## src/hw/ooo_pkg.sv

```systemverilog
package ooo_pkg;

    typedef logic [31:0] word_t;
    typedef logic [4:0]  arch_reg_t;
    typedef logic [5:0]  phys_reg_t;
    typedef logic [7:0]  seq_tag_t;
    typedef logic [1:0]  op_kind_t;

    localparam op_kind_t OP_ADD = 2'd0;
    localparam op_kind_t OP_SUB = 2'd1;
    localparam op_kind_t OP_MUL = 2'd2;
    localparam op_kind_t OP_LI  = 2'd3;

    localparam int NUM_ARCH_REGS  = 32;
    localparam int NUM_PHYS_REGS  = 64;
    localparam int OP_QUEUE_DEPTH = 4;
    localparam int QUEUE_PTR_W    = $clog2(OP_QUEUE_DEPTH);
    localparam int MUL_STAGES     = 3;

    // op as handed over by the producer, in program order
    typedef struct packed {
        seq_tag_t  tag;
        op_kind_t  kind;
        arch_reg_t rd;
        arch_reg_t rs1;
        arch_reg_t rs2;
        word_t     imm;
    } op_req_t;

    // renamed op with source values already read
    typedef struct packed {
        seq_tag_t  tag;
        op_kind_t  kind;
        arch_reg_t ard;
        phys_reg_t prd;
        phys_reg_t old_prd;
        word_t     opa;
        word_t     opb;
        word_t     imm;
    } exec_req_t;

    typedef struct packed {
        logic      valid;
        seq_tag_t  tag;
        arch_reg_t ard;
        phys_reg_t prd;
        phys_reg_t old_prd;
        word_t     value;
    } wb_t;

    typedef enum logic {
        CTRL_INIT,
        CTRL_RUN
    } ctrl_state_t;

endpackage

```

## src/hw/mul_pipe.sv

```systemverilog
`timescale 1ns/1ps

module mul_pipe (
    input  logic               clk,
    input  logic               rst,
    input  logic               go,
    input  ooo_pkg::exec_req_t req,
    output ooo_pkg::wb_t       wb
);
    import ooo_pkg::*;

    wb_t   stage [MUL_STAGES];
    word_t product;

    // low half of the product only
    assign product = req.opa * req.opb;

    always_ff @(posedge clk) begin
        stage[0].valid   <= go;
        stage[0].tag     <= req.tag;
        stage[0].ard     <= req.ard;
        stage[0].prd     <= req.prd;
        stage[0].old_prd <= req.old_prd;
        stage[0].value   <= (req.ard != '0) ? product : '0;
        for (int i = 1; i < MUL_STAGES; i++) begin
            stage[i] <= stage[i-1];
        end
        if (rst) begin
            for (int i = 0; i < MUL_STAGES; i++) begin
                stage[i].valid <= 1'b0;
            end
        end
    end

    // result leaves MUL_STAGES cycles after go
    assign wb = stage[MUL_STAGES-1];

endmodule

```

## config.mk

```make
export PLATFORM = sky130hd
export DESIGN_NAME = mul_pipe
export DESIGN_NICKNAME = d
export VERILOG_FILES = /design/src/hw/ooo_pkg.sv /design/src/hw/mul_pipe.sv
export SDC_FILE = /design/constraint.sdc
export NUM_CORES = 1
export LEC_CHECK = 0
export ABC_AREA = 1
export BUFFER_PORTS_ARGS = -buffer_cell sky130_fd_sc_hd__buf_2
export CAP_MARGIN = 20
export CELL_PAD_IN_SITES_DETAIL_PLACEMENT = 1
export CELL_PAD_IN_SITES_GLOBAL_PLACEMENT = 1
export CORE_ASPECT_RATIO = 0.8
export CORE_MARGIN = 2
export CORE_UTILIZATION = 50
export CTS_CLUSTER_SIZE = 40
export DETAILED_ROUTE_END_ITERATION = 8
export PLACE_DENSITY_LB_ADDON = 0.08
export SLEW_MARGIN = 20
export SYNTH_ARGS = -nofsm -noshare
export SYNTH_HDL_FRONTEND = slang
export SYNTH_SLANG_ARGS = --single-unit
```

## constraint.sdc

```tcl
create_clock -name clk -period 16.7 [get_ports clk]
set_input_delay 0 -clock clk [delete_from_list [all_inputs] [get_ports clk]]
set_output_delay 0 -clock clk [all_outputs]
set_load 0.02 [all_outputs]
```

* Word-level counts from Yosys, hierarchy flattened
Memories as Yosys holds them, arrays and structs flattened.
Cells that the tools add are included.
** Word-level totals
- Register bits after elaboration :: 0
- RAM bits :: 174
- Bits of input ports :: 126
- Output and inout port bits :: 58
- Word-level logic and storage cells :: 12
- Memories :: 1
** Memories
- stage :: depth 3, width 58, read ports 3, clocked after Yosys merged registers in 0, wr ports 3, line mul_pipe.sv:12 : wb_t stage [MUL_STAGES];
** Cells by class
- Multiply operators :: 1
- Mux-type cells :: 6
- Bitwise logic cells :: 3
- Reductions and logical operators :: 1
** Operator list (number)
- multiplier 32 x 32 -> 32 bit :: 1
- two-way mux 32 bit :: 1
- two-way mux 1 bit :: 5
- nonzero test 5 bit :: 1
- OR 1 bit, first input constant :: 3

* Logic depth before layout (Yosys ltp)
- Depth in word-level cells :: 3
- Mapped depth :: 31

* Worst setup path after synthesis
No wires, ideal clock.
- Kind :: input to register
- From :: input req[34] (netlist bit)
- To :: memory stage[0][29] (netlist bit)
- Data arrival time :: 6010 ps
- Slack :: 10575 ps
- Stages on the path :: 26
- Path buffers :: 2
- Path through :: clkbuf_1 -> clkbuf_1 -> nand2_1 -> inv_1 -> fa_1 -> inv_1 -> fa_1 -> fa_1 -> fa_1 -> inv_1 -> fa_1 -> inv_1 -> fa_1 -> inv_1 -> fa_1 -> fa_1 -> ha_1 -> nand2_1 -> nor2_1 -> nand2_1 -> or3_1 -> nand2_1 -> a21o_1 -> nand2_1 -> a21oi_1 -> nor2_1
** RTL lines
- start, declared :: line mul_pipe.sv:7 : input ooo_pkg::exec_req_t req,
- end, declared :: line mul_pipe.sv:12

==> out/summary.txt <==
Outcome: complete, no violations
Yosys cell types: 38
Setup TNS: 0 ps
Starting Density: 50.4%
TritonRoute pass-1 iters: 5
Mean Syn Cell Area: 8.11 um2
Synth top area cells: fa_1, dfxtp_1, inv_1, nand2_1, ha_1
Reg clk slew, reported paths: 70 ps
Max Cap Viol: 0
ANT nets after route: 0
CP arrival: 7140 ps
Post-Syn Instances: 2584
Max transition margin: 42.2%
Hold Crit Depth: 4
Hold Crit Class: input pin to flop
CP Data Required Time: 17060 ps
DIE AREA: 43600 um2
Tmin final: 6780 ps
Die H: 187 um
Slowest CP cell: buf_2
Synth area leader: fa_1
Nets: 3275
Initial antenna violation count: 0
Yosys warning count: 0
Total length of routed wires: 59900 um
All-Layer GR Usage: 29.4%
TritonCTS clock tree: yes
Clock sinks: 174
Layout Utilization: 53.8%
TritonCTS Buffers: 17
Clk_lat worst skew: 440 ps
Worst clock skew: 12.5 ps
Pin count of the biggest net entering global routing: 34
Vias in the first global route: 18100
Final Hold Violating Endpoints: 0
Final setup margin: 9920 ps
Synth Net Count: 3241
Drt via density: 4.99
I/O Buffers: 149
Cts repair resizes: 0
Die W: 233 um
Period utilization: 40.6%
Root buffer cell: clkbuf_16
Site Rows: 67
Yosys reg bits: 174
Ys async rst share: 0%
Slew Viols, Final: 0
Final GP Congestion: 0.905
Residual DRC: 0
Drt wl/cell: 18.8 um
Dpl ws: 9630 ps
Clock buffer depth: 2
Core ar.: 41600 um2
Slowest stage delay, CP: 640 ps
Biggest register: stage
Setup Buffers After CTS: 0
CP endpoint kind: flop
Top delay family on crit path: adder cells
Number of flip-flops in the largest register: 174
CP Buf/Inv Count: 6
Grt ovf: 0
First-pass GRT wire length: 97000 um
Synth cell count leaders: inv_1, nand2_1, fa_1
Tightest Pin Transition: 866 ps
CP Max Fanout: 29
Top-count cell post-synth: inv_1
DPL Wire Length: 46200 um
Syn-to-layout area delta: 6.75%
Post-synth top area share: 39.0%
Top Ports: 184
Startpoint types: input pin
Vias: 15900
Regs by FF count: stage (174)
Stages on worst setup path: 24
N_diodes: 0
Share of cells above drive strength 1: 7.75%
# setup viols final: 0
Mapped Area: 21000 um2
Iter 0 DRT Violations: 768
CTS H-tree depth: 4
Number of flops mapped to enable cells by yosys: 0
Unrepaired setup endpoints after global routing: no
Seq/Total Area, Yosys: 16.6%
Crit Path Category: input pin to flop
Maximum clock frequency: 148 MHz
Most used cell along the critical path: fa_1
R2R cell count: 2
Ys flop type: dfxtp_1
Hold_buf cts: 27
CP Cell Sequence: buf_2, nand2_1, inv_1, fa_1, inv_1, fa_1, fa_1, fa_1, inv_1, fa_1, inv_1, fa_1, inv_1, fa_1, fa_1, ha_1, a21oi_1, o21ai_0, a31oi_1, nand3_1, a21oi_1, o21ai_0, a21oi_1, o21a_1
==> worst min-delay path: cells and delay by family <==
| kind | cells | cell delay (ps) |
|---|---|---|
| buffers and inverters | 3 | 420 |
| and+or+nand+nor | 1 | 160 |
==> cell type report <==
type                            instances  area [um2]
Clock inverter                         12         125
Tap cell                              552         691
Fill cell                            5126       19200
Inverter                              803        3010
Multi-Input combinational cell       1443       13600
Timing Repair Buffer                  179        1040
Clock buffer                           20         457
Sequential cell                       174        3480
==> stage by stage <==
stage | hold slack, ps | instance area, um2 | instances
finish | 192 | 22400 | 3183
CTS | 160 | 22400 | 3183
global placement | 102 | 21500 | 3124
detailed placement | 104 | 21500 | 3124
floorplan | 27.7 | 21000 | 2584
global route | 189 | 22400 | 3183
==> kinds of logic (layout without fill, tap and decap cells) <==
family,after synthesis,after routing,synth area share (%)
xor gates and xnor gates,21,21,0.878
DFF,174,174,16.6
AOI/OAI and AO/OA,107,107,2.99
and+or+nand+nor,784,784,14.5
adders and majority gates,531,531,46.3
buffers and inverters,967,1014,18.7
==> worst paths after layout <==
| kind | startpoint | end | slack [ps] |
|---|---|---|---|
| setup / recovery | req[35] | stage[0][26] | 9920 |
| setup reg to reg | stage[0][57] | stage[0][115] | 16200 |
| hold reg to reg | stage[0][39] | stage[0][97] | 320 |
| hold / removal | req[32] | stage[0][0] | 190 |
==> routing by layer <==
layer / vias up / wire, um / track usage (%)
met1: 8216 / 25800 / 39.6
met5: - / 0 / 0
met3: 64 / 3350 / 4.16
met2: 420 / 29400 / 50.3
met4: 0 / 1280 / 6.59
li1: 7183 / - / -
==> placed cells by master, fill, tap and decap left out, types with 8 or more instances in the layout <==
cell and count:
fa_1 408, dlygate4sd3_1 27, o21a_1 10, xnor2_1 13
o21ai_0 21, buf_2 149, dfxtp_1 174, xor2_1 8
nor2_1 40, inv_1 796, clkbuf_16 17, a21oi_1 48
nand2_2 8, nand3_1 43, ha_1 123, nand2_1 681
Power is not shown: default switching activity piles up to over one toggle a cycle in this logic, so the estimate is an artifact.
