[config.mk]
export PLATFORM = sky130hd
export DESIGN_NAME = phys_regfile
export DESIGN_NICKNAME = d
export VERILOG_FILES = /design/src/hw/ooo_pkg.sv /design/src/hw/phys_regfile.sv
export SDC_FILE = /design/constraint.sdc
export NUM_CORES = 2
export LEC_CHECK = 0
export BUFFER_PORTS_ARGS = -buffer_cell sky130_fd_sc_hd__buf_4
export CAP_MARGIN = 40
export CORE_UTILIZATION = 26
export DETAILED_ROUTE_END_ITERATION = 12
export HOLD_SLACK_MARGIN = 0.08
export PLACE_DENSITY = 0.4
export SYNTH_ARGS = -nofsm -noshare
export SYNTH_HDL_FRONTEND = slang
export SYNTH_SLANG_ARGS = --single-unit
[constraint.sdc]
create_clock -name clk -period 4.85 [get_ports clk]
set_input_delay 0.97 -clock clk [delete_from_list [all_inputs] [get_ports clk]]
set_output_delay 0.97 -clock clk [all_outputs]
set_load 0.005 [all_outputs]
[src/hw/ooo_pkg.sv]
package ooo_pkg;

    typedef logic [31:0] word_t;
    typedef logic [4:0]  arch_reg_t;
    typedef logic [5:0]  phys_reg_t;
    typedef logic [7:0]  seq_tag_t;
    typedef logic [1:0]  op_kind_t;

    localparam op_kind_t OP_ADD = 2'd0;
    localparam op_kind_t OP_SUB = 2'd1;
    localparam op_kind_t OP_MUL = 2'd2;
    localparam op_kind_t OP_LI  = 2'd3;

    localparam int NUM_ARCH_REGS  = 32;
    localparam int NUM_PHYS_REGS  = 64;
    localparam int OP_QUEUE_DEPTH = 4;
    localparam int QUEUE_PTR_W    = $clog2(OP_QUEUE_DEPTH);
    localparam int MUL_STAGES     = 3;

    // op as handed over by the producer, in program order
    typedef struct packed {
        seq_tag_t  tag;
        op_kind_t  kind;
        arch_reg_t rd;
        arch_reg_t rs1;
        arch_reg_t rs2;
        word_t     imm;
    } op_req_t;

    // renamed op with source values already read
    typedef struct packed {
        seq_tag_t  tag;
        op_kind_t  kind;
        arch_reg_t ard;
        phys_reg_t prd;
        phys_reg_t old_prd;
        word_t     opa;
        word_t     opb;
        word_t     imm;
    } exec_req_t;

    typedef struct packed {
        logic      valid;
        seq_tag_t  tag;
        arch_reg_t ard;
        phys_reg_t prd;
        phys_reg_t old_prd;
        word_t     value;
    } wb_t;

    typedef enum logic {
        CTRL_INIT,
        CTRL_RUN
    } ctrl_state_t;

endpackage

[src/hw/phys_regfile.sv]
`timescale 1ns/1ps

module phys_regfile (
    input  logic               clk,
    input  logic               rst,
    input  logic               we_alu,
    input  ooo_pkg::wb_t       wd_alu,
    input  logic               we_mul,
    input  ooo_pkg::wb_t       wd_mul,
    input  ooo_pkg::phys_reg_t rs1_idx,
    input  ooo_pkg::phys_reg_t rs2_idx,
    output ooo_pkg::word_t     rs1_val,
    output ooo_pkg::word_t     rs2_val
);
    import ooo_pkg::*;

    word_t data [NUM_PHYS_REGS];

    always_ff @(posedge clk) begin
        if (rst) begin
            for (int i = 0; i < NUM_PHYS_REGS; i++) begin
                data[i] <= '0;
            end
        end else begin
            // both ports may land in one cycle, never on the same entry
            if (we_alu && (wd_alu.prd != '0)) begin
                data[wd_alu.prd] <= wd_alu.value;
            end
            if (we_mul && (wd_mul.prd != '0)) begin
                data[wd_mul.prd] <= wd_mul.value;
            end
        end
    end

    // p0 is hardwired zero
    assign rs1_val = (rs1_idx != '0) ? data[rs1_idx] : '0;
    assign rs2_val = (rs2_idx != '0) ? data[rs2_idx] : '0;

endmodule

# Word level (Yosys, flattened, before mapping)
# Memory sizes are Yosys's and may differ from the RTL's.
# Cells that the tools add are included.
[classes] n_mux=16 n_reduce_logical=8
[op_table] operator="32-bit two-way mux" n=4
[op_table] operator="32-bit OR reduction" n=2
[op_table] operator="6-bit nonzero test" n=4
[op_table] operator="6-bit two-way mux" n=2
[op_table] operator="1-bit two-way mux" n=10
[op_table] operator="1-bit logical AND" n=2
[totals] wordCells=25 output_inout_bits=64 memories=1 in_bits=132 mem_bits_rw=2048 register_bits=0
[mem_list] name="data" depth=64 width=32 read_ports=2 rd_ports_with_merged_regs=0 wr=64 line_no="phys_regfile.sv:17" source="word_t data [NUM_PHYS_REGS];"

# Depth between registers and ports, before layout
[depth] depth_word=7 depth_mapped=10 depth_no_buf=5

# Worst setup path after synthesis
# No wires, ideal clock.
[synth_path] path_kind="input-to-reg" startpoint="in wd_alu[41] in the netlist's numbering" endpoint="mem data[16][0] in the netlist's numbering, enable pin" path_buffers=3 setup_ps=466 slack_ps=239 t_arrival_ps=4145 t_required_ps=4384 path_stages=5 cell_sequence="buf_2 or3b_1 clkbuf_1 clkbuf_1 o21ai_0"
[synth_lines] item="from (decl)" line_no="phys_regfile.sv:7" source="input ooo_pkg::wb_t wd_alu,"
[synth_lines] item="to (decl)" line_no="phys_regfile.sv:17"

# Worst setup path after layout
[layout_path] startpoint="in rs2_idx[1]" endpoint="out rs2_val[28]"
[layout_between] elab_chain_len=2 elab_cells_between_ends=3 classes_between="1 x mux; 1 x reduce/logical; 1 x memory"
[layout_lines] item="from (decl)" line_no="phys_regfile.sv:11" source="input ooo_pkg::phys_reg_t rs2_idx,"
[layout_lines] item="memory 64 x 32 bit or 6-bit nonzero test (tied branches)"
[layout_lines] item="32-bit two-way mux (*)" line_no="phys_regfile.sv:37" source="assign rs2_val = (rs2_idx != '0) ? data[rs2_idx] : '0;"
[layout_lines] item="to (decl)" line_no="phys_regfile.sv:13" source="output ooo_pkg::word_t rs2_val"
# Mark *: on every way between the ends. The rest lies on a longest branch, timed or not.

==> results.sh <==
export IMPL_postRouteAntennaNets=0
export IMPL_fp_dieH_um=673
export IMPL_yosysSeqAreaShare_pct=52.6
export IMPL_endpoint_kind="primary output"
export IMPL_yosys_cell_count_top_type="edfxtp_1"
export IMPL_fin_crit_sh_pct=100
export IMPL_regMostFlops="data"
export IMPL_synth_top_area_share_pct=52.6
export IMPL_cpPeakStageDelay_ps=630
export IMPL_wl_um=582000
export IMPL_synth_async_reset_ratio_pct=0
export IMPL_swShare_pct=27.2
export IMPL_vdd_ir_drop_max_mv=0.260
export IMPL_synth_edff_count=2048
export IMPL_cap_violations=0
export IMPL_dpl_cell_count=13200
export IMPL_worstMarginPinSlew_ps=1130
export IMPL_area_growth_pct=17.6
export IMPL_antenna_found_initial=40
export IMPL_die_area_um2=453000
export IMPL_crit_required_ps=3880
export IMPL_hold_class="in2reg"
export IMPL_final_hold_viol_count=0
export IMPL_cp_arrival_ps=3900
export IMPL_die_w_um=673
export IMPL_violations="negative setup slack"
export IMPL_yosys_warnings=0
export IMPL_cts_buffers=269
export IMPL_layout_cells_non_filler=13700
export IMPL_dr_first_iter_drc_count=11100
export IMPL_firstDrtPassIters=8
export IMPL_min_path_cells=2
export IMPL_comb_power_share_pct=14.8
export IMPL_setup_viol=1
export IMPL_final_core_util_pct=30.8
export IMPL_ys_flop_type="edfxtp_1"
export IMPL_power_frac_clock_pct=41.2
export IMPL_gp_congestion=0.852
export IMPL_p_sw_mw=12.9
export IMPL_clock_root_buffer="clkbuf_16"
export IMPL_drive_above_1_share_pct=33.2
export IMPL_setup_slack_ps=-19.7
export IMPL_track_usage_pct=24.9
export IMPL_slew_headroom_pct=24.7
export IMPL_cts_num_sinks=2048
export IMPL_cts_clk_slew_worst_paths_ps=60
export IMPL_path_cells="buf_8 > buf_16 > buf_16 > mux4_2 > mux4_2 > o211ai_1 > buf_4 > o31ai_1 > buf_4 > buf_4"
export IMPL_seqPwrFrac_pct=44.0
export IMPL_fin_setup_tns_ps=-19.7
export IMPL_ios=196
export IMPL_syn_avg_cell_area_um2=15.4
export IMPL_final_max_slew_viol_count=0
export IMPL_worst_path_max_delay_cell="o211ai_1"
export IMPL_hpwl_um=365000
export IMPL_yosysTopAreaCell="edfxtp_1"
export IMPL_dp_slack_ps=-165
export IMPL_vias=84700
export IMPL_cts_max_level=5
export IMPL_synth_common_cells="edfxtp_1 (2,048), a22o_1 (2,020), mux4_2 (1,090)"
export IMPL_initial_utilization_pct=26.2
export IMPL_power_density_nw_per_um2=345
export IMPL_fin_crit_ps=4870
export IMPL_timing_hold_ws_ps=421
export IMPL_grt_overflow=0
export IMPL_synthTopCellsByArea="edfxtp_1 (53%), mux4_2 (21%), a22o_1 (15%)"
export IMPL_max_freq_ghz=0.205
export IMPL_syn_inst=7591
export IMPL_cts_hold_buf=0
export IMPL_fin_area_um2=138000
export IMPL_synth_seq_cells=2048
export IMPL_intPower_mw=34.6
export IMPL_netlist_area_um2=117000
export IMPL_ys_types=54
export IMPL_crit_type="in2out"
export IMPL_leakagePower_nw=45.3
export IMPL_rows=245
export IMPL_num_nets_final=7695
export IMPL_grt_start_max_net_pins=96
export IMPL_core_area_um2=447000
export IMPL_crit_path_start_kind="input pin"
export IMPL_clockBufferDepth=4
export IMPL_placed_area_um2=129000
export IMPL_port_buffers=155
export IMPL_power_mw=47.5
export IMPL_rsz0062_at_grt="false"
export IMPL_grt_pass1_vias=83500
export IMPL_via_per_inst=6.19
export IMPL_layout_top_registers="data: 2048 flops"
export IMPL_drc=0
export IMPL_status="finished, violations left"
export IMPL_largest_reg_flops=2048
export IMPL_cts_tree="done"
export IMPL_grt_pass1_wl_um=774000
export IMPL_critPathMaxFanout=8
export IMPL_wire_per_inst_um=42.5
export IMPL_cp_common_cell="buf_4"
-- worst max-delay path: cells and delay by family --
kind	cells	cell delay (ps)
compound gates	2	710
buf+inv	6	1060
mux	2	1080
-- power by group through the flow --
stage | clock [mW] | sequential, mW | combinational [mW]
floorplan | 0 | 21.1 | 3.59
global placement | 0 | 21.2 | 6.82
detailed placement | 0 | 21.3 | 6.94
CTS | 19.8 | 20.9 | 6.97
global route | 20.4 | 21.0 | 7.17
finish | 19.6 | 20.9 | 7.03
-- cell type report --
class | instances | area [µm²]
fillers | 43600 | 309000
flip-flops and latches | 2048 | 61500
multi-input cells | 4345 | 51200
repair buffers | 895 | 9230
well taps | 5928 | 7420
clock buffers | 358 | 7410
clock inverters | 101 | 816
diodes | 10 | 25.0
inverters | 4 | 22.5
-- cell usage in the layout, fill, tap and decap left out, types with 73 or more instances in the layout --
| master | count |
|---|---|
| clkbuf_16 | 285 |
| a22o_1 | 2020 |
| mux4_2 | 1090 |
| clkbuf_1 | 73 |
| nor2_1 | 110 |
| mux2i_1 | 144 |
| buf_4 | 709 |
| edfxtp_1 | 2048 |
| buf_12 | 133 |
| nand2_1 | 198 |
-- layer usage --
metal | share of wire (%) | GRT usage [%]
met4 | 5.0 | 10.7
met2 | 48 | 41.6
met5 | 0.014 | 0
met1 | 39 | 31.9
met3 | 7.8 | 4.28
-- worst paths after layout --
path       start                endpoint  slack [ps]
max   rs2_idx[1]             rs2_val[28]         -20
min   wd_mul[18]  data[53][18]$_DFFE_PP_         420
-- kinds of logic after synthesis --
family,share of synthesized area (%)
AO/OA/AOI/OAI,17.5
buffers and inverters,4.63
flip-flops,52.6
multiplexers,22.8
other,0.00321
AND/OR/NAND/NOR,2.58
-- repair_timing --
item,in CTS,in global routing
setup buffers,0,2
pin swaps,1,1
gates cloned,1,0
gates resized for setup,4,3
endpoints found under the setup margin,3,3
Power figures use the tool's default switching activity.
