[config.mk]
export PLATFORM = sky130hd
export DESIGN_NAME = int_alu
export DESIGN_NICKNAME = d
export VERILOG_FILES = /design/src/hw/ooo_pkg.sv /design/src/hw/int_alu.sv
export SDC_FILE = /design/constraint.sdc
export NUM_CORES = 1
export LEC_CHECK = 0
export BUFFER_PORTS_ARGS = -buffer_cell sky130_fd_sc_hd__buf_2
export CORE_AREA = 8 8 85 162
export CTS_BUF_LIST = sky130_fd_sc_hd__clkbuf_16
export DETAILED_ROUTE_END_ITERATION = 6
export DIE_AREA = 0 0 93 170
export PLACE_DENSITY = 0.67
export SETUP_SLACK_MARGIN = 0.1
export SLEW_MARGIN = 10
export SYNTH_ARGS = -nofsm -noshare
export SYNTH_HDL_FRONTEND = slang
export SYNTH_SLANG_ARGS = --single-unit
[constraint.sdc]
create_clock -name clk -period 6.6 [get_ports clk]
set_clock_uncertainty 0.2 [all_clocks]
set_input_delay 1.32 -clock clk [delete_from_list [all_inputs] [get_ports clk]]
set_output_delay 1.32 -clock clk [all_outputs]
set_load 0.02 [all_outputs]
[src/hw/ooo_pkg.sv]
package ooo_pkg;

    typedef logic [31:0] word_t;
    typedef logic [4:0]  arch_reg_t;
    typedef logic [5:0]  phys_reg_t;
    typedef logic [7:0]  seq_tag_t;
    typedef logic [1:0]  op_kind_t;

    localparam op_kind_t OP_ADD = 2'd0;
    localparam op_kind_t OP_SUB = 2'd1;
    localparam op_kind_t OP_MUL = 2'd2;
    localparam op_kind_t OP_LI  = 2'd3;

    localparam int NUM_ARCH_REGS  = 32;
    localparam int NUM_PHYS_REGS  = 64;
    localparam int OP_QUEUE_DEPTH = 4;
    localparam int QUEUE_PTR_W    = $clog2(OP_QUEUE_DEPTH);
    localparam int MUL_STAGES     = 3;

    // op as handed over by the producer, in program order
    typedef struct packed {
        seq_tag_t  tag;
        op_kind_t  kind;
        arch_reg_t rd;
        arch_reg_t rs1;
        arch_reg_t rs2;
        word_t     imm;
    } op_req_t;

    // renamed op with source values already read
    typedef struct packed {
        seq_tag_t  tag;
        op_kind_t  kind;
        arch_reg_t ard;
        phys_reg_t prd;
        phys_reg_t old_prd;
        word_t     opa;
        word_t     opb;
        word_t     imm;
    } exec_req_t;

    typedef struct packed {
        logic      valid;
        seq_tag_t  tag;
        arch_reg_t ard;
        phys_reg_t prd;
        phys_reg_t old_prd;
        word_t     value;
    } wb_t;

    typedef enum logic {
        CTRL_INIT,
        CTRL_RUN
    } ctrl_state_t;

endpackage

[src/hw/int_alu.sv]
`timescale 1ns/1ps

module int_alu (
    input  logic               clk,
    input  logic               rst,
    input  logic               go,
    input  ooo_pkg::exec_req_t req,
    output ooo_pkg::wb_t       wb
);
    import ooo_pkg::*;

    word_t result;

    always_comb begin
        case (req.kind)
            OP_SUB:  result = req.opa - req.opb;
            OP_LI:   result = req.imm;
            default: result = req.opa + req.opb;
        endcase
    end

    always_ff @(posedge clk) begin
        if (rst) begin
            wb.valid <= 1'b0;
        end else begin
            wb.valid <= go;
        end
        if (go) begin
            wb.tag     <= req.tag;
            wb.ard     <= req.ard;
            wb.prd     <= req.prd;
            wb.old_prd <= req.old_prd;
            // x0 results always report zero
            wb.value   <= (req.ard != '0) ? result : '0;
        end
    end

endmodule

After elaboration in Yosys (flattened, before gate mapping)
Index checks and enable logic that the tools add are counted.
Word-level totals
  register bits after elaboration: 58
  latch bits: 0
  RAM bits: 0
  memory bits (read-only): 0
  word-level logic and storage cells: 12
  memories kept: 0
Cells by class
  add/subtract/negate cells: 2
  $mul: 0
  div/mod/pow operators: 0
  magnitude comparators: 0
  eq/ne operators: 2
  shift operators: 0
  muxes and demuxes: 1
  bitwise operators: 0
  reduce and logical (&&, ||, !) cells: 1
Operator list (count)
  case mux 32 bit (2 select lines): 1
  adder 32 bit: 1
  subtractor 32 bit: 1
  nonzero test 5 bit: 1
  == test 2 x 1 -> 1 bit (second input constant): 1
  == test 2 bit (second input constant): 1

Longest topological paths before layout
Gate-level depths: netlist of the first run.
  depth after elaboration: 2
  mapped depth: 19
  depth with buffers taken out: 19

Least setup slack after synthesis of the first run
OpenSTA, ideal clock, no wires.
  path kind: in2reg
  from: in req[36] in the netlist's numbering
  to: reg wb[29] in the netlist's numbering, data pin
  library setup time: 0.147 ns
  arrival: 5.088 ns
  data required time: 6.253 ns
  setup slack: 1.165 ns
  stages on the path: 18
  cells stage by stage: or3_1 -> or3b_1 -> or2_4 -> nor3_4 -> nand2_2 -> or4_4 -> o21ai_0 -> xor2_1 -> ha_1 -> a21o_1 -> a2111oi_0 -> o21ai_0 -> a31oi_1 -> nor3b_1 -> a311oi_1 -> xnor2_1 -> nand2_1 -> a21oi_1
On the way
  word-level cells in the longest chain between the ends: 2
  elaborated cells between the ends (all ways): 3
Ends and longest elaborated chain
  start, declared: RTL line int_alu.sv:7  | input ooo_pkg::exec_req_t req,
  adder 32 bit or subtractor 32 bit (tied branches): RTL line int_alu.sv:18, int_alu.sv:16
  case mux 32 bit (2 select lines) (*): RTL line int_alu.sv:15  | case (req.kind)
  end, declared: RTL line int_alu.sv:8  | output ooo_pkg::wb_t wb
Mark *: on every way between the ends. The rest lies on a longest branch, timed or not.
A chain may end at the register's enable or synchronous reset.

Final worst setup path of the first run
  from: in req[36] in the netlist's numbering
  to: reg wb[31] in the netlist's numbering, data pin
The elaborated chain is that of the path after synthesis.

==> results of run 1 <==
worst max-delay path: cells and delay by family:
family	cells	cell delay [ns]
simple gates	9	2.41
compound gates	5	1.10
xor+xnor	2	0.33
fa+ha+maj	1	0.33
buf+inv	1	0.12
power by group through the flow:
stage                     registers (mW)  clock network [mW]  logic [mW]
after floorplan                    0.556                   0       0.278
after global placement             0.487                   0       0.516
after detailed placement           0.489                   0       0.521
after CTS                          0.482               0.445       0.524
after global routing               0.486               0.456       0.578
final                              0.481               0.436       0.521
logic make-up (layout without fill, tap and decap cells):
family / Yosys count / in the layout / synth area share [%]
buf+inv: 34 / 219 / 2.82
other cells: 0 / 2 / 0
compound gates: 143 / 143 / 19.6
fa+ha+maj: 33 / 33 / 9.29
flops: 58 / 58 / 38.3
simple gates: 165 / 165 / 18.6
xor+xnor: 54 / 54 / 10.5
mux: 4 / 4 / 0.885
final timing paths:
check             slack, ns  depth (start not counted)  endpoint
setup / recovery       0.86                         18    wb[31]
hold / removal         0.96                          2    wb[57]
layer usage:
metal  GRT usage (%)  wire (um)
met1            17.8       5140
met2            31.1       7330
met3            2.56        747
met4            11.0        566
met5               0          0
synthesized netlist by cell type, types with 7 or more instances:
| cell | count |
|---|---|
| ha_1 | 32 |
| and3_1 | 7 |
| edfxtp_1 | 57 |
| nand2_1 | 62 |
| xor2_1 | 24 |
| clkbuf_1 | 18 |
| nor3_1 | 9 |
| nand3_1 | 11 |
| a21o_1 | 10 |
| o21ai_0 | 30 |
| inv_1 | 15 |
| xnor2_1 | 30 |
| a211oi_1 | 8 |
| nor2_1 | 31 |
| o21bai_1 | 8 |
| a21oi_1 | 53 |
metrics by stage:
| stage | util [%] | instances |
|---|---|---|
| final | 50.5 | 823 |
| after floorplan | - | 491 |
| after global routing | 50.5 | 823 |
| after CTS | 50.5 | 821 |
| after detailed placement | 48.0 | 805 |
| after global placement | 48.0 | 805 |
area by class of cell:
type / instances / area (sq um) / area share, %
Clock buffer: 9 / 225 / 3.83
Clock inverter: 7 / 61.3 / 1.04
Multi-Input combinational cell: 399 / 2670 / 45.3
Antenna cell: 2 / 5.00 / 0.0851
Inverter: 15 / 56.3 / 0.958
Tap cell: 145 / 181 / 3.09
Timing Repair Buffer: 188 / 953 / 16.2
Sequential cell: 58 / 1730 / 29.5
==> qor.txt, run 1 <==
Synth top area share - 37.8%
I/O Buffers - 183
Post-synthesis area per instance - 9.21 sq um
Slew Limit Fails - 0
Cell area after synthesis - 4520 sq um
Residual DRC - 0
Final period utilization - 87.0%
CTS tree - done
Num ports - 184
Layout area overhead - 30.0%
Switching Fraction - 32.6%
Status - complete, no violations
Worst-case clock buffer depth - 2
Pwr Density - 245 nW/um^2
Drt via density - 5.27
Hold Path Origin - rst
Cell Int Power - 969 uW
EDFF count, synth - 57
Comb pwr share - 36.2%
Slew @ Worst Pin - 0.922 ns
Post-synthesis net count - 650
Hold crit path type - input port to flop
Placed Instance Area - 5590 sq um
Crit-path cells - buf_2 -> or3_1 -> or3b_1 -> or2_4 -> nor3_4 -> nand2_2 -> o31ai_1 -> xor2_1 -> ha_1 -> and3_1 -> nand4_1 -> nor2b_1 -> a211oi_1 -> a41oi_1 -> or4_1 -> a31oi_1 -> xnor2_1 -> a21oi_1
Clock sinks - 58
Post-CTS setup buffer count - 0
Vias in the first global route - 4638
Commonest cells after routing, fill and taps aside - 183 x buf_2, 62 x nand2_1, 57 x edfxtp_1, 53 x a21oi_1, 32 x ha_1
Initial antenna violation count - 2
Final setup fails - 0
WS Path Type - input port to flop
Yosys cell types - 57
CP Data Required Time - 6.47 ns
Leakage - 2.63 nW
GPL Wtd Cong - 0.876
Max Cap Viol - 0
Setup TNS - 0 ns
Clock Tree Root - clkbuf_16
Die area - 15800 sq um
# rows - 56
Core area - 11600 sq um
Commonest non-fill, non-tap cell in the layout - buf_2
GRT overflow - 0
Setup WS pre-CTS - 0.528 ns
Max_slew headroom - 38.5%
Arrival @ worst endpoint - 5.61 ns
DP HPWL - 11600 um
RSZ-0062 raised after global routing - no
Final wirelength - 13800 um
Async SR Flop Fraction - 0%
Crit-path max FO - 6
CP max stage cell - or4_1
TritonCTS Buffers - 9
Via Count - 4336
First-pass GRT wire length - 21800 um
Nets@finish - 830
Largest Register - wb
DR iter-0 viols - 169
Tot GR Track Use - 17.2%
Max IR drop VDD - 0.153 mV
Largest net degree at the start of global routing - 59
Clock power frac - 30.3%
Ys flop type - edfxtp_1
Final Hold Vio Count - 0
Routed Antenna Nets - 0
Setup ws final - 0.855 ns
Hold buffers post-CTS - 0
Share of layout cells above drive strength 1 - 31.8%
Chip Height - 170 um
H-tree lvl count - 3
Biggest regs - wb: 58 flops
Width of the die - 93 um
Max reg flops - 58
Routed WL per cell - 16.7 um
Sequential power share - 33.5%
Crit end category - flop
Cells after Synth - 491
Drt first pass iters - 4
Flop and latch count out of synthesis - 58
Synthesis warning total - 0
FMAX - 0.174 GHz
Clock slew at reported path FFs - 0.05 ns
# fillers - 1160
Ranking of synthesized cells by area - edfxtp_1 38%, ha_1 8.8%, a21oi_1 5.9%, xnor2_1 5.8%, nand2_1 5.1%
Synth area leader - edfxtp_1
Seq/Total Area, Yosys - 38.3%
Post-cts resize count - 0
Max incr delay on CP - 0.53 ns
Post-route cell area - 5880 sq um
Net Switching - 469 uW
Total power - 1.44 mW
Startpoint Class - input port
Min Hold Slack - 0.958 ns
Min Tclk post-route - 5.74 ns
Initial Utilization - 38.9%
Worst setup path start - req[36]
Power figures use the tool's default switching activity.
==> run 2, diff against run 1 <==
- PLACE_DENSITY: 0.67 -> 0.69
- clock period: 6.6 -> 5.11 ns (I/O delays scaled with it)
==> run 2 against run 1 <==
Against the previous run:
- combinational power up 52%
- non-clock buffer count rose by 82
- worst hold slack worse by 0.29 ns
- first-iteration DRC count is 0.59% higher
- wire length grew 5.4%
- critical path depth unchanged
- cell count up 9.8%
- setup slack worse by 0.85 ns
- sequential power up 29%
- clock power is 16% higher
- die area stayed put
- critical path type unchanged
- critical endpoint unchanged
- largest cell class unchanged
- highest routed layer unchanged
==> qor.txt, run 2 (synthesis results as in run 1) <==
Leakage - 3.05 nW (+16%)
Largest delay share family, worst path - simple AND/OR/NAND/NOR gates
Startpoint Class - input port
CP Data Required Time - 4.96 ns (-1.51 ns)
Hold Crit Depth - 2 (unchanged)
Arrival @ worst endpoint - 4.96 ns (-0.65 ns)
Max reg flops - 58 (unchanged)
Post-route cell area - 6580 sq um (+12%)
Routed WL per cell - 16.1 um (-4.0%)
TritonCTS Buffers - 9 (unchanged)
Max IR drop VDD - 0.184 mV (+20%)
Comb pwr share - 41.3% (+5.1 points)
Final period utilization - 100%
Pwr Density - 292 nW/um^2 (+19%)
CP endpoint - wb[31]
DR iter-0 viols - 170 (+0.59%)
Slew Limit Fails - 0 (unchanged)
Clock Tree Root - clkbuf_16
Clock sinks - 58 (unchanged)
Drt first pass iters - 4 (unchanged)
Drt via density - 5.17 (-1.8%)
Nets@finish - 912 (+9.9%)
Critical path depth in cells - 18 (unchanged)
Via Count - 4676 (+7.8%)
Die area - 15800 sq um (unchanged)
Final setup fails - 0 (unchanged)
I/O Buffers - 183 (unchanged)
Crit end category - flop
Final Hold Vio Count - 0 (unchanged)
Final wirelength - 14500 um (+5.4%)
Total power - 1.92 mW (+33%)
Chip Height - 170 um (unchanged)
GPL Wtd Cong - 0.891 (+1.6%)
First-pass GRT wire length - 22900 um (+5.3%)
Hold crit path type - input port to flop
Slew @ Worst Pin - 0.949 ns (+0.0267 ns)
Placed Instance Area - 6170 sq um (+11%)
Residual DRC - 0 (unchanged)
Worst setup path start - req[36]
DP HPWL - 12300 um (+6.1%)
Layout area overhead - 45.3%
Cell Int Power - 1.29 mW (+33%)
Commonest cells after routing, fill and taps aside - 181 x buf_2, 87 x buf_4, 62 x nand2_1, 57 x edfxtp_1, 51 x a21oi_1
Tot GR Track Use - 18.1% (+0.87 points)
Max incr delay on CP - 0.52 ns (about the same)
Initial Utilization - 38.9% (unchanged)
Core area - 11600 sq um (unchanged)
GRT overflow - 0 (unchanged)
CTS tree - done
H-tree lvl count - 3 (unchanged)
Vias in the first global route - 4872 (+5.0%)
RSZ-0062 raised after global routing - yes
Net Switching - 632 uW (+35%)
Num ports - 184 (unchanged)
Status - complete, no violations
Share of layout cells above drive strength 1 - 41.5% (+9.7 points)
FMAX - 0.196 GHz
Clock slew at reported path FFs - 0.05 ns (about the same)
Core Util, Final - 56.5% (+6.0 points)
Max_slew headroom - 36.7% (-1.8 points)
Worst-case clock buffer depth - 2 (unchanged)
Sequential power share - 32.4% (-1.1 points)
Switching Fraction - 32.9% (+0.29 points)
Crit-path cells - buf_6 -> or3_4 -> or3b_4 -> or2_4 -> nor3_4 -> nand2_2 -> o31ai_2 -> xor2_1 -> ha_1 -> and3_4 -> nand4_1 -> nor3_1 -> a32oi_2 -> a41oi_2 -> or4_4 -> a31oi_4 -> xnor2_1 -> a21oi_1
Buf+Inv Stages, Crit Path - 1 (unchanged)
# rows - 56 (unchanged)
Crit-path max FO - 4 (-2)
Largest net degree at the start of global routing - 41 (-31%)
CP max stage cell - or4_4
WS Path Type - input port to flop
Largest Register - wb
Max Cap Viol - 0 (unchanged)
Clock power frac - 26.3% (-4.0 points)
Commonest non-fill, non-tap cell in the layout - buf_2
Biggest regs - wb: 58 flops
Min Tclk post-route - 5.11 ns
Routed Antenna Nets - 0 (unchanged)
Width of the die - 93 um (unchanged)
Initial antenna violation count - 2 (unchanged)
[run 2: how the worst min path moves through the flow]
stage                        start     end  slack (ns)
after floorplan                rst  wb[57]        0.89
after global placement         rst  wb[57]        0.98
after detailed placement       rst  wb[57]         1.0
after CTS                      rst  wb[57]        0.66
after global routing      req[119]  wb[53]        0.67
final                          rst  wb[57]        0.67
[run 2: per-stage QoR]
| stage | worst slack (ns) | cells | hold slack (ns) | setup TNS, ns |
|---|---|---|---|---|
| finish | 0.00118 | 904 | 0.665 | 0 |
| global placement | -0.425 | 881 | 0.980 | -1.13 |
| global route | -0.174 | 904 | 0.668 | -0.371 |
| detailed placement | -0.470 | 881 | 0.996 | -1.23 |
| floorplan | 0.0622 | 491 | 0.894 | 0 |
| CTS | 0.0308 | 899 | 0.661 | 0 |
[run 2: timing repair]
action / CTS / global route
gates resized for setup: 9 / 11
gates cloned: 0 / 0
endpoints found under the setup margin: 3 / 3
hold endpoints to repair: 0 / 0
pin swaps: 10 / 7
hold buffers: 0 / 0
buffers inserted: 3 / 3
[run 2: area by class of cell]
cell class	count	area (sq um)
diodes	2	5.00
clock buffers	9	225
clock inverters	6	27.5
fillers	1080	5060
inverters	15	56.3
multi-input cells	399	2770
flip-flops and latches	58	1730
well taps	145	181
repair buffers	270	1580
[run 2: routing by layer]
metal	vias to the layer above	part of all wire, %	global-route usage [%]
met5	-	0	0
met4	0	3.4	10.2
met3	30	4.4	1.90
met2	144	56	34.5
met1	2161	36	18.2
li1	2341	-	-
[run 2: power groups by stage]
stage | sequential [mW] | clock, mW | combinational (mW)
floorplan | 0.719 | 0 | 0.362
global route | 0.629 | 0.529 | 0.869
detailed placement | 0.631 | 0 | 0.765
finish | 0.622 | 0.504 | 0.793
CTS | 0.623 | 0.510 | 0.778
global placement | 0.629 | 0 | 0.749
