--- config.mk ---
export PLATFORM = sky130hd
export DESIGN_NAME = rename_issue_ctrl
export DESIGN_NICKNAME = d
export VERILOG_FILES = /design/src/hw/ooo_pkg.sv /design/src/hw/rename_issue_ctrl.sv
export SDC_FILE = /design/constraint.sdc
export NUM_CORES = 2
export LEC_CHECK = 0
export BUFFER_PORTS_ARGS = -buffer_cell sky130_fd_sc_hd__buf_2
export CAP_MARGIN = 0
export CELL_PAD_IN_SITES_DETAIL_PLACEMENT = 1
export CELL_PAD_IN_SITES_GLOBAL_PLACEMENT = 2
export CORE_MARGIN = 2
export CORE_UTILIZATION = 39
export DETAILED_ROUTE_END_ITERATION = 8
export PLACE_DENSITY = 0.82
export SYNTH_ARGS = -nofsm -noshare
export SYNTH_HDL_FRONTEND = slang
export SYNTH_SLANG_ARGS = --single-unit
--- constraint.sdc ---
create_clock -name clk -period 10.7 [get_ports clk]
set_input_delay 2.675 -clock clk [delete_from_list [all_inputs] [get_ports clk]]
set_output_delay 2.675 -clock clk [all_outputs]
set_load 0.02 [all_outputs]
--- src/hw/ooo_pkg.sv ---
package ooo_pkg;

    typedef logic [31:0] word_t;
    typedef logic [4:0]  arch_reg_t;
    typedef logic [5:0]  phys_reg_t;
    typedef logic [7:0]  seq_tag_t;
    typedef logic [1:0]  op_kind_t;

    localparam op_kind_t OP_ADD = 2'd0;
    localparam op_kind_t OP_SUB = 2'd1;
    localparam op_kind_t OP_MUL = 2'd2;
    localparam op_kind_t OP_LI  = 2'd3;

    localparam int NUM_ARCH_REGS  = 32;
    localparam int NUM_PHYS_REGS  = 64;
    localparam int OP_QUEUE_DEPTH = 4;
    localparam int QUEUE_PTR_W    = $clog2(OP_QUEUE_DEPTH);
    localparam int MUL_STAGES     = 3;

    // op as handed over by the producer, in program order
    typedef struct packed {
        seq_tag_t  tag;
        op_kind_t  kind;
        arch_reg_t rd;
        arch_reg_t rs1;
        arch_reg_t rs2;
        word_t     imm;
    } op_req_t;

    // renamed op with source values already read
    typedef struct packed {
        seq_tag_t  tag;
        op_kind_t  kind;
        arch_reg_t ard;
        phys_reg_t prd;
        phys_reg_t old_prd;
        word_t     opa;
        word_t     opb;
        word_t     imm;
    } exec_req_t;

    typedef struct packed {
        logic      valid;
        seq_tag_t  tag;
        arch_reg_t ard;
        phys_reg_t prd;
        phys_reg_t old_prd;
        word_t     value;
    } wb_t;

    typedef enum logic {
        CTRL_INIT,
        CTRL_RUN
    } ctrl_state_t;

endpackage

--- src/hw/rename_issue_ctrl.sv ---
`timescale 1ns/1ps

module rename_issue_ctrl (
    input  logic               clk,
    input  logic               rst,
    input  logic               op_valid,
    input  ooo_pkg::op_req_t   op,
    output logic               credit_ret,
    output ooo_pkg::phys_reg_t rs1_idx,
    output ooo_pkg::phys_reg_t rs2_idx,
    input  ooo_pkg::word_t     rs1_val,
    input  ooo_pkg::word_t     rs2_val,
    output logic               alu_go,
    output ooo_pkg::exec_req_t alu_req,
    output logic               mul_go,
    output ooo_pkg::exec_req_t mul_req,
    input  ooo_pkg::wb_t       alu_wb,
    input  ooo_pkg::wb_t       mul_wb
);
    import ooo_pkg::*;

    ctrl_state_t            state_q;
    phys_reg_t              init_cnt;
    op_req_t                queue [OP_QUEUE_DEPTH];
    logic [QUEUE_PTR_W-1:0] head_q;
    logic [QUEUE_PTR_W-1:0] tail_q;
    logic [QUEUE_PTR_W:0]   count_q;
    phys_reg_t              rat [NUM_ARCH_REGS];

    logic [NUM_PHYS_REGS-1:0] free_q;
    logic [NUM_PHYS_REGS-1:0] ready_q;
    // old mappings whose own writer has not finished yet
    logic [NUM_PHYS_REGS-1:0] pend_q;
    logic [NUM_PHYS_REGS-1:0] wb_done;
    logic [NUM_PHYS_REGS-1:0] wb_release;
    logic [NUM_PHYS_REGS-1:0] wb_defer;
    logic [NUM_PHYS_REGS-1:0] free_avail;
    logic [NUM_PHYS_REGS-1:0] alloc_mask;

    op_req_t   head_op;
    phys_reg_t src1;
    phys_reg_t src2;
    phys_reg_t alloc_idx;
    logic      alloc_ok;
    logic      need_rd;
    logic      issue;
    exec_req_t req;

    // writeback effects on ready and free bits
    always_comb begin
        wb_done  = '0;
        wb_defer = '0;
        if (alu_wb.valid) begin
            wb_done[alu_wb.prd] = 1'b1;
        end
        if (mul_wb.valid) begin
            wb_done[mul_wb.prd] = 1'b1;
        end
        wb_done[0] = 1'b0;
        // a late writer releases a register that was already superseded
        wb_release = wb_done & pend_q;
        if (alu_wb.valid) begin
            if (ready_q[alu_wb.old_prd] || wb_done[alu_wb.old_prd]) begin
                wb_release[alu_wb.old_prd] = 1'b1;
            end else begin
                wb_defer[alu_wb.old_prd] = 1'b1;
            end
        end
        if (mul_wb.valid) begin
            if (ready_q[mul_wb.old_prd] || wb_done[mul_wb.old_prd]) begin
                wb_release[mul_wb.old_prd] = 1'b1;
            end else begin
                wb_defer[mul_wb.old_prd] = 1'b1;
            end
        end
        wb_release[0] = 1'b0;
        wb_defer[0]   = 1'b0;
    end

    // lowest free index, same-cycle frees included
    always_comb begin
        free_avail = free_q | wb_release;
        alloc_ok   = 1'b0;
        alloc_idx  = '0;
        for (int i = NUM_PHYS_REGS - 1; i > 0; i--) begin
            if (free_avail[i]) begin
                alloc_ok  = 1'b1;
                alloc_idx = phys_reg_t'(i);
            end
        end
    end

    always_comb begin
        head_op = queue[head_q];
        src1    = rat[head_op.rs1];
        src2    = rat[head_op.rs2];
        need_rd = (head_op.rd != '0);
        issue   = (state_q == CTRL_RUN) && (count_q != '0) && ready_q[src1] && ready_q[src2]
                  && (!need_rd || alloc_ok);

        alloc_mask = '0;
        if (issue && need_rd) begin
            alloc_mask[alloc_idx] = 1'b1;
        end

        req.tag     = head_op.tag;
        req.kind    = head_op.kind;
        req.ard     = head_op.rd;
        req.prd     = need_rd ? alloc_idx : '0;
        // x0 maps to p0, so no free is requested for it
        req.old_prd = rat[head_op.rd];
        req.opa     = rs1_val;
        req.opb     = rs2_val;
        req.imm     = head_op.imm;
    end

    assign rs1_idx    = src1;
    assign rs2_idx    = src2;
    assign alu_req    = req;
    assign mul_req    = req;
    assign alu_go     = issue && (head_op.kind != OP_MUL);
    assign mul_go     = issue && (head_op.kind == OP_MUL);
    assign credit_ret = issue;

    always_ff @(posedge clk) begin
        if (rst) begin
            state_q  <= CTRL_INIT;
            init_cnt <= '0;
            head_q   <= '0;
            tail_q   <= '0;
            count_q  <= '0;
        end else begin
            if (op_valid) begin
                tail_q <= tail_q + 1'b1;
            end
            if (issue) begin
                head_q <= head_q + 1'b1;
            end
            case ({op_valid, issue})
                2'b10:   count_q <= count_q + 1'b1;
                2'b01:   count_q <= count_q - 1'b1;
                default: count_q <= count_q;
            endcase
            if (state_q == CTRL_INIT) begin
                init_cnt <= init_cnt + 1'b1;
                if (init_cnt == phys_reg_t'(NUM_PHYS_REGS - 1)) begin
                    state_q <= CTRL_RUN;
                end
            end
        end
    end

    always_ff @(posedge clk) begin
        if (op_valid) begin
            queue[tail_q] <= op;
        end
    end

    // one entry per cycle while in init
    always_ff @(posedge clk) begin
        if (state_q == CTRL_INIT) begin
            if (init_cnt < NUM_ARCH_REGS) begin
                rat[arch_reg_t'(init_cnt)] <= '0;
            end
            free_q[init_cnt]  <= (init_cnt != '0);
            ready_q[init_cnt] <= 1'b1;
            pend_q[init_cnt]  <= 1'b0;
        end else begin
            free_q  <= free_avail & ~alloc_mask;
            ready_q <= (ready_q | wb_done) & ~alloc_mask;
            pend_q  <= (pend_q & ~wb_done) | wb_defer;
            if (issue && need_rd) begin
                rat[head_op.rd] <= alloc_idx;
            end
        end
    end

endmodule

# Word-level counts from Yosys, hierarchy flattened
# Memory sizes are Yosys's and may differ from the RTL's. A register that Yosys moved wholly into a read port is not among the register bits.
# Index checks and enable logic that the tools add are counted.
[totals] mem_bits_rw=420 n_memories=2 register_bits=206
[memory_table] name="queue" depth=4 width=57 rd=1 rd_clocked_by_memory_dff=1 write_ports=1 line="rename_issue_ctrl.sv:24" rtl="op_req_t queue [OP_QUEUE_DEPTH];"
[memory_table] name="rat" depth=32 width=6 rd=3 rd_clocked_by_memory_dff=0 write_ports=1 line="rename_issue_ctrl.sv:28" rtl="phys_reg_t rat [NUM_ARCH_REGS];"
[op_classes] eq_ne=5 reduce_logical=22 add_sub_neg=5 n_mux=182 bitwise_logic=16 order_cmp=15
[ops] op="two-way mux 64 bit" count=14
[ops] op="bitwise OR 64 bit" count=8
[ops] op="two-way mux 6 bit" count=65
[ops] op="AND 64 bit" count=5
[ops] op="NOT 64 bit" count=3
[ops] op="two-way mux 1 bit" count=86
[ops] op="bitwise mux 64 bit" count=1
[ops] op="less-than comparator 6 x 7 -> 1 bit, second input constant" count=8
[ops] op="binary-select mux 1 bit (select 6 bit)" count=6
[ops] op="demux 1 bit (select 6 bit)" count=6
[ops] op="greater-or-equal comparator 6 x 1 -> 1 bit, second input constant" count=6
[ops] op="logical AND 1 bit" count=13
[ops] op="adder 6 x 1 -> 6 bit, second input constant" count=1
[ops] op="equality test 6 bit, second input constant" count=1
[ops] op="less-than comparator 6 bit, second input constant" count=1
[ops] op="case mux 3 bit (2 select lines)" count=1
[ops] op="nonzero test 6 bit" count=1
[ops] op="OR reduction 6 bit" count=1
[ops] op="two-way mux 5 bit" count=1
[ops] op="nonzero test 5 bit" count=1
[ops] op="adder 2 x 1 -> 2 bit, second input constant" count=2
[ops] op="equality test 2 bit, second input constant" count=2
[ops] op="two-way mux 2 bit" count=2
[ops] op="adder 3 x 1 -> 3 bit, second input constant" count=1
[ops] op="other kinds (7)" count=9

# Longest topological paths before layout
[depth] word_depth=87 depth_mapped=26 depth_no_buf=19

# Worst setup path after synthesis
# Ideal clock, no wire load.
[synth_path] path_kind="input to output" startpoint="in alu_wb[43] (netlist bit)" endpoint="out mul_req[104] (netlist bit)" setup_slack_ns=0.853 path_buffers=6 path_stages=18 t_arrival_ns=7.172 cell_sequence="buf_2 > and3_1 > buf_2 > a22oi_1 > o22ai_1 > o31a_1 > or4b_1 > o31ai_1 > clkbuf_1 > o221ai_1 > nor3_1 > nand2b_1 > a21boi_0 > nor2_1 > clkbuf_1 > clkbuf_1 > nor2_1 > buf_4"
[synth_rtl] item="start: declaration" line="rename_issue_ctrl.sv:17" rtl="input ooo_pkg::wb_t alu_wb,"
[synth_rtl] item="end: declaration" line="rename_issue_ctrl.sv:16" rtl="output ooo_pkg::exec_req_t mul_req,"

# Worst setup path in the final report
[layout_path] startpoint="in mul_wb[43] (netlist bit)" endpoint="out mul_go"
[layout_via] elab_chain_cells=81
[layout_rtl] item="start: declaration" line="rename_issue_ctrl.sv:18" rtl="input ooo_pkg::wb_t mul_wb"
[layout_rtl] item="less-than comparator 6 x 7 -> 1 bit (not written as such) / greater-or-equal comparator 6 x 1 -> 1 bit (equally long branches)" line="rename_issue_ctrl.sv:57" rtl="wb_done[mul_wb.prd] = 1'b1;"
[layout_rtl] item="logical AND 1 bit (not written as such)" line="rename_issue_ctrl.sv:57"
[layout_rtl] item="two-way mux 1 bit (not written as such)" line="rename_issue_ctrl.sv:57"
[layout_rtl] item="demux 1 bit (select 6 bit) (*)" line="rename_issue_ctrl.sv:57"
[layout_rtl] item="bitwise OR 64 bit (no line) (*)"
[layout_rtl] item="two-way mux 64 bit (*)" line="rename_issue_ctrl.sv:56" rtl="if (mul_wb.valid) begin"
[layout_rtl] item="binary-select mux 1 bit (select 6 bit)" line="rename_issue_ctrl.sv:63" rtl="if (ready_q[alu_wb.old_prd] || wb_done[alu_wb.old_prd]) begin"
[layout_rtl] item="two-way mux 1 bit (not written as such)" line="rename_issue_ctrl.sv:63"
[layout_rtl] item="(+4 left out)"
[layout_rtl] item="two-way mux 64 bit" line="rename_issue_ctrl.sv:70" rtl="if (ready_q[mul_wb.old_prd] || wb_done[mul_wb.old_prd]) begin"
[layout_rtl] item="two-way mux 64 bit (*)" line="rename_issue_ctrl.sv:69" rtl="if (mul_wb.valid) begin"
[layout_rtl] item="bitwise OR 64 bit (*)" line="rename_issue_ctrl.sv:82" rtl="free_avail = free_q | wb_release;"
[layout_rtl] item="two-way mux 1 bit (62 in a row)" line="rename_issue_ctrl.sv:86" rtl="if (free_avail[i]) begin"
[layout_rtl] item="two-way mux 1 bit (*)" line="rename_issue_ctrl.sv:86"
[layout_rtl] item="logical OR 1 bit (*)" line="rename_issue_ctrl.sv:99" rtl="&& (!need_rd || alloc_ok);"
[layout_rtl] item="logical AND 1 bit (*)" line="rename_issue_ctrl.sv:99"
[layout_rtl] item="logical AND 1 bit (*)" line="rename_issue_ctrl.sv:122" rtl="assign mul_go = issue && (head_op.kind == OP_MUL);"
[layout_rtl] item="end: declaration" line="rename_issue_ctrl.sv:15" rtl="output logic mul_go,"
# Every way passes the cells marked *; elsewhere a longest branch is shown, timed or not. The select of a mux whose other input is x is not followed.

==> reports/metrics.yaml <==
drt-vias-per-instance: 6.68
die_y_um: 315
grt_pass1_vias: 31900
grt_antenna_before_repair: 6
insertion_delay_ns: 0.67
numPortBuffers: 218
drc: 0
ys_seq_area_share_pct: 45.9
vdd_drop_max_v: 0.000148
critical_path_arrival_ns: 8.02
first_pass_iteration_count_of_the_detailed_router: 6
crit_path_end_kind: "primary output"
grt_start_max_net_pins: 153
synth_top_flop_cell: "sky130_fd_sc_hd__edfxtp_1"
dr_total_vias: 32100
static-leakage-power_uw: 0.0155
worstSetupPathType: "in2out"
hold_class: "reg2reg"
clock_sink_count: 626
cts_inserted_buffers: 74
route.antenna.remaining_nets: 0
std_cell_rows: 114
hold_violations: 0
area_growth_pct: 12.4
wirelength_um: 163000
yosysTopAreaCell: "sky130_fd_sc_hd__edfxtp_1"
post_route_cells_drive_above_1_share_pct: 24.8
routability_congestion_estimate: 1.06
netlist_area_before_placement_um2: 37800
start_util_pct: 39.2
drv.max_cap_violation_count: 0
yosys_warnings: 0
mean_syn_cell_area_um2: 11.1
fp.dieArea_um2: 99500
finalCritPeriodShare_pct: 99.9
grt-ovfl-total: 0
max-clock-path-buffers: 3
crit_family: "compound AO/OA/AOI/OAI gates"
global_route_wire_length_before_repair_um: 232000
status: "finished clean"
cp_max_fo: 14
finish.cell_count_without_fillers: 4813
die_w_um: 315
tightestPinTransition_ns: 1.18
global_route.usage.total_pct: 32.2
syn_nets: 3640
max_slew_margin_pct: 21.0
detailedPlacementHpwl_um: 118000
tritoncts: "done"
postSynthCellCount: 3392
drt_iter0_markers: 4381
placement_setup_slack_ns: 0.176
post-route-worst-setup-slack_ns: 0.00758
critical_path_buf_inv_count: 5
setup_violations: 0
netlist.area_leader.share_pct: 38.3
worst_hold_slack_ns: 0.476
fp.coreArea_um2: 96400
critical_path.cell_chain: "buf_2 -> nor3b_1 -> a22oi_1 -> o22ai_1 -> a221o_1 -> o31ai_1 -> or4b_1 -> o31ai_1 -> buf_4 -> o221ai_1 -> nor4_1 -> buf_4 -> nand4_1 -> nor4_1 -> buf_4 -> a21oi_1 -> and3_1 -> buf_2"
synthArstFlopShare_pct: 0
power.density_nw_per_um2: 145
maxClockFrequency_mhz: 93.5
synth_edf_count: 483
synth.area.top_cells: "sky130_fd_sc_hd__edfxtp_1 38%, sky130_fd_sc_hd__mux4_2 12%, sky130_fd_sc_hd__dfxtp_1 7.6%, sky130_fd_sc_hd__mux2i_1 5.0%, sky130_fd_sc_hd__a21oi_1 4.2%"
path_clk_slew_ns: 0.06
design.final.nets: 3721
flop_and_latch_count_out_of_synthesis: 626
critPathSlowestCell: "sky130_fd_sc_hd__or4b_1"
timing.reg2reg.setup_slack_ns: 3.43
worst-endpoint-required_ns: 8.03
slew_viol_final: 0
dp_cells: 4671
cts_hold_buf: 0
cp-start-kind: "primary input"
wl_per_cell_um: 33.9
clock_skew_ns: 0.0343
cts_root_buf: "sky130_fd_sc_hd__clkbuf_16"
slowest_delay_ns: 0.63
yosysUniqueCellTypes: 94
post-route-min-period_ns: 10.69
io_pins: 501
htree_num_levels: 3
critPathMostFrequentCell: "sky130_fd_sc_hd__buf_4"
[stage by stage]
stage	total power (uW)	area [um2]	setup TNS, ns	util, %
after floorplan	3360	37800	0	-
after global placement	3570	39900	0	41.4
after detailed placement	3590	39900	0	41.4
after CTS	6190	42500	0	44.0
after global routing	6350	42500	-0.00459	44.1
final	6180	42500	0	44.1
[routing by layer]
| layer | vias up | global-route usage, % | share of wire (%) |
|---|---|---|---|
| met5 | - | 0 | 0.021 |
| met4 | 6 | 19.6 | 7.1 |
| met3 | 520 | 8.89 | 11 |
| met2 | 2025 | 48.8 | 44 |
| met1 | 16300 | 41.0 | 38 |
| li1 | 13300 | - | - |
[final cells by class]
| cell class | count | area, um2 |
|---|---|---|
| Antenna cell | 3 | 7.51 |
| Clock buffer | 93 | 2010 |
| Clock inverter | 44 | 497 |
| Fill cell | 10400 | 53900 |
| Inverter | 129 | 484 |
| Multi-Input combinational cell | 2195 | 17700 |
| Sequential cell | 626 | 17400 |
| Tap cell | 1276 | 1600 |
| Timing Repair Buffer | 447 | 2870 |
[layout by cell type, fill, tap and decap left out, drive strengths merged, types with 43 or more instances in the layout]
cell / synthesis / layout
buf: 295 / 447
nor2: 164 / 164
a31oi: 43 / 43
clkbuf: 147 / 93
o221ai: 69 / 69
o21ai: 121 / 121
and2: 61 / 61
nand2: 204 / 204
a21oi: 319 / 319
a22oi: 102 / 102
mux2i: 189 / 189
mux4: 202 / 202
inv: 129 / 134
nor3: 43 / 43
o22ai: 136 / 136
edfxtp: 483 / 483
dfxtp: 143 / 143
[worst reg2reg max path, cell delays in order, from the launching register on]
cell and delay [ns]:
sky130_fd_sc_hd__dfxtp_2 0.60, sky130_fd_sc_hd__mux4_2 0.86, sky130_fd_sc_hd__buf_4 0.43, sky130_fd_sc_hd__mux2i_1 0.24
sky130_fd_sc_hd__mux2_2 0.18, sky130_fd_sc_hd__a32oi_1 0.06, sky130_fd_sc_hd__nand4_1 0.13, sky130_fd_sc_hd__nand4_1 0.81
sky130_fd_sc_hd__buf_4 0.51, sky130_fd_sc_hd__mux2i_1 0.19, sky130_fd_sc_hd__mux2i_1 0.11, sky130_fd_sc_hd__mux4_2 0.48
sky130_fd_sc_hd__nor2_1 0.12, sky130_fd_sc_hd__a21oi_1 0.06, sky130_fd_sc_hd__a21o_1 0.37, sky130_fd_sc_hd__a21oi_1 0.62
sky130_fd_sc_hd__buf_4 0.25, sky130_fd_sc_hd__ha_1 0.17, sky130_fd_sc_hd__inv_1 0.06, sky130_fd_sc_hd__fa_1 0.37
sky130_fd_sc_hd__xor2_1 0.16, sky130_fd_sc_hd__or3_1 0.30, sky130_fd_sc_hd__a21oi_1 0.14
[synthesized netlist by cell type, types with 68 or more instances]
| library cell | n |
|---|---|
| sky130_fd_sc_hd__dfxtp_1 | 143 |
| sky130_fd_sc_hd__nand2_1 | 204 |
| sky130_fd_sc_hd__clkbuf_1 | 146 |
| sky130_fd_sc_hd__a21oi_1 | 319 |
| sky130_fd_sc_hd__inv_1 | 129 |
| sky130_fd_sc_hd__nor2_1 | 164 |
| sky130_fd_sc_hd__mux2i_1 | 189 |
| sky130_fd_sc_hd__buf_2 | 68 |
| sky130_fd_sc_hd__o221ai_1 | 69 |
| sky130_fd_sc_hd__mux4_2 | 202 |
| sky130_fd_sc_hd__buf_4 | 191 |
| sky130_fd_sc_hd__a22oi_1 | 98 |
| sky130_fd_sc_hd__o22ai_1 | 136 |
| sky130_fd_sc_hd__o21ai_0 | 105 |
| sky130_fd_sc_hd__edfxtp_1 | 483 |
[what timing repair did]
item                       4_1_cts  5_1_grt
setup endpoints to repair        0        7
resized for setup                0        7
buffers inserted                 0        2
[flip-flops by register name, indices dropped and copies added, names as in the netlist, named ones only]
signal	flops
count_q	3
free_q	63
head_q	2
init_cnt	6
pend_q	63
queue	228
rat	192
ready_q	64
state_q	1
tail_q	2
[logic make-up (layout without fill, tap and decap cells)]
family / after synthesis / after routing / share of synthesized area, %
compound gates: 1015 / 1015 / 17.6
xor+xnor: 7 / 7 / 0.162
fa+ha+maj: 8 / 8 / 0.285
buf+inv: 571 / 713 / 7.81
flops: 626 / 626 / 45.9
mux: 420 / 420 / 17.9
other cells: 0 / 3 / 0
simple gates: 745 / 745 / 10.3
[path summary, 6_finish.rpt]
path | endpoint | start | cells past startpoint
worst min-delay path | pend_q[36] | pend_q[36] | 2
worst max register to register | count_q[2] | flop | 22
worst max-delay path | mul_go | mul_wb[43] | 18
worst min register to register | pend_q[36] | pend_q[36] | 2
[report_power, final]
part           internal (uW)  switching (uW)
Combinational            275             533
Sequential              2700            56.1
Clock                   1540            1080
(Power assumes the default switching activity.)
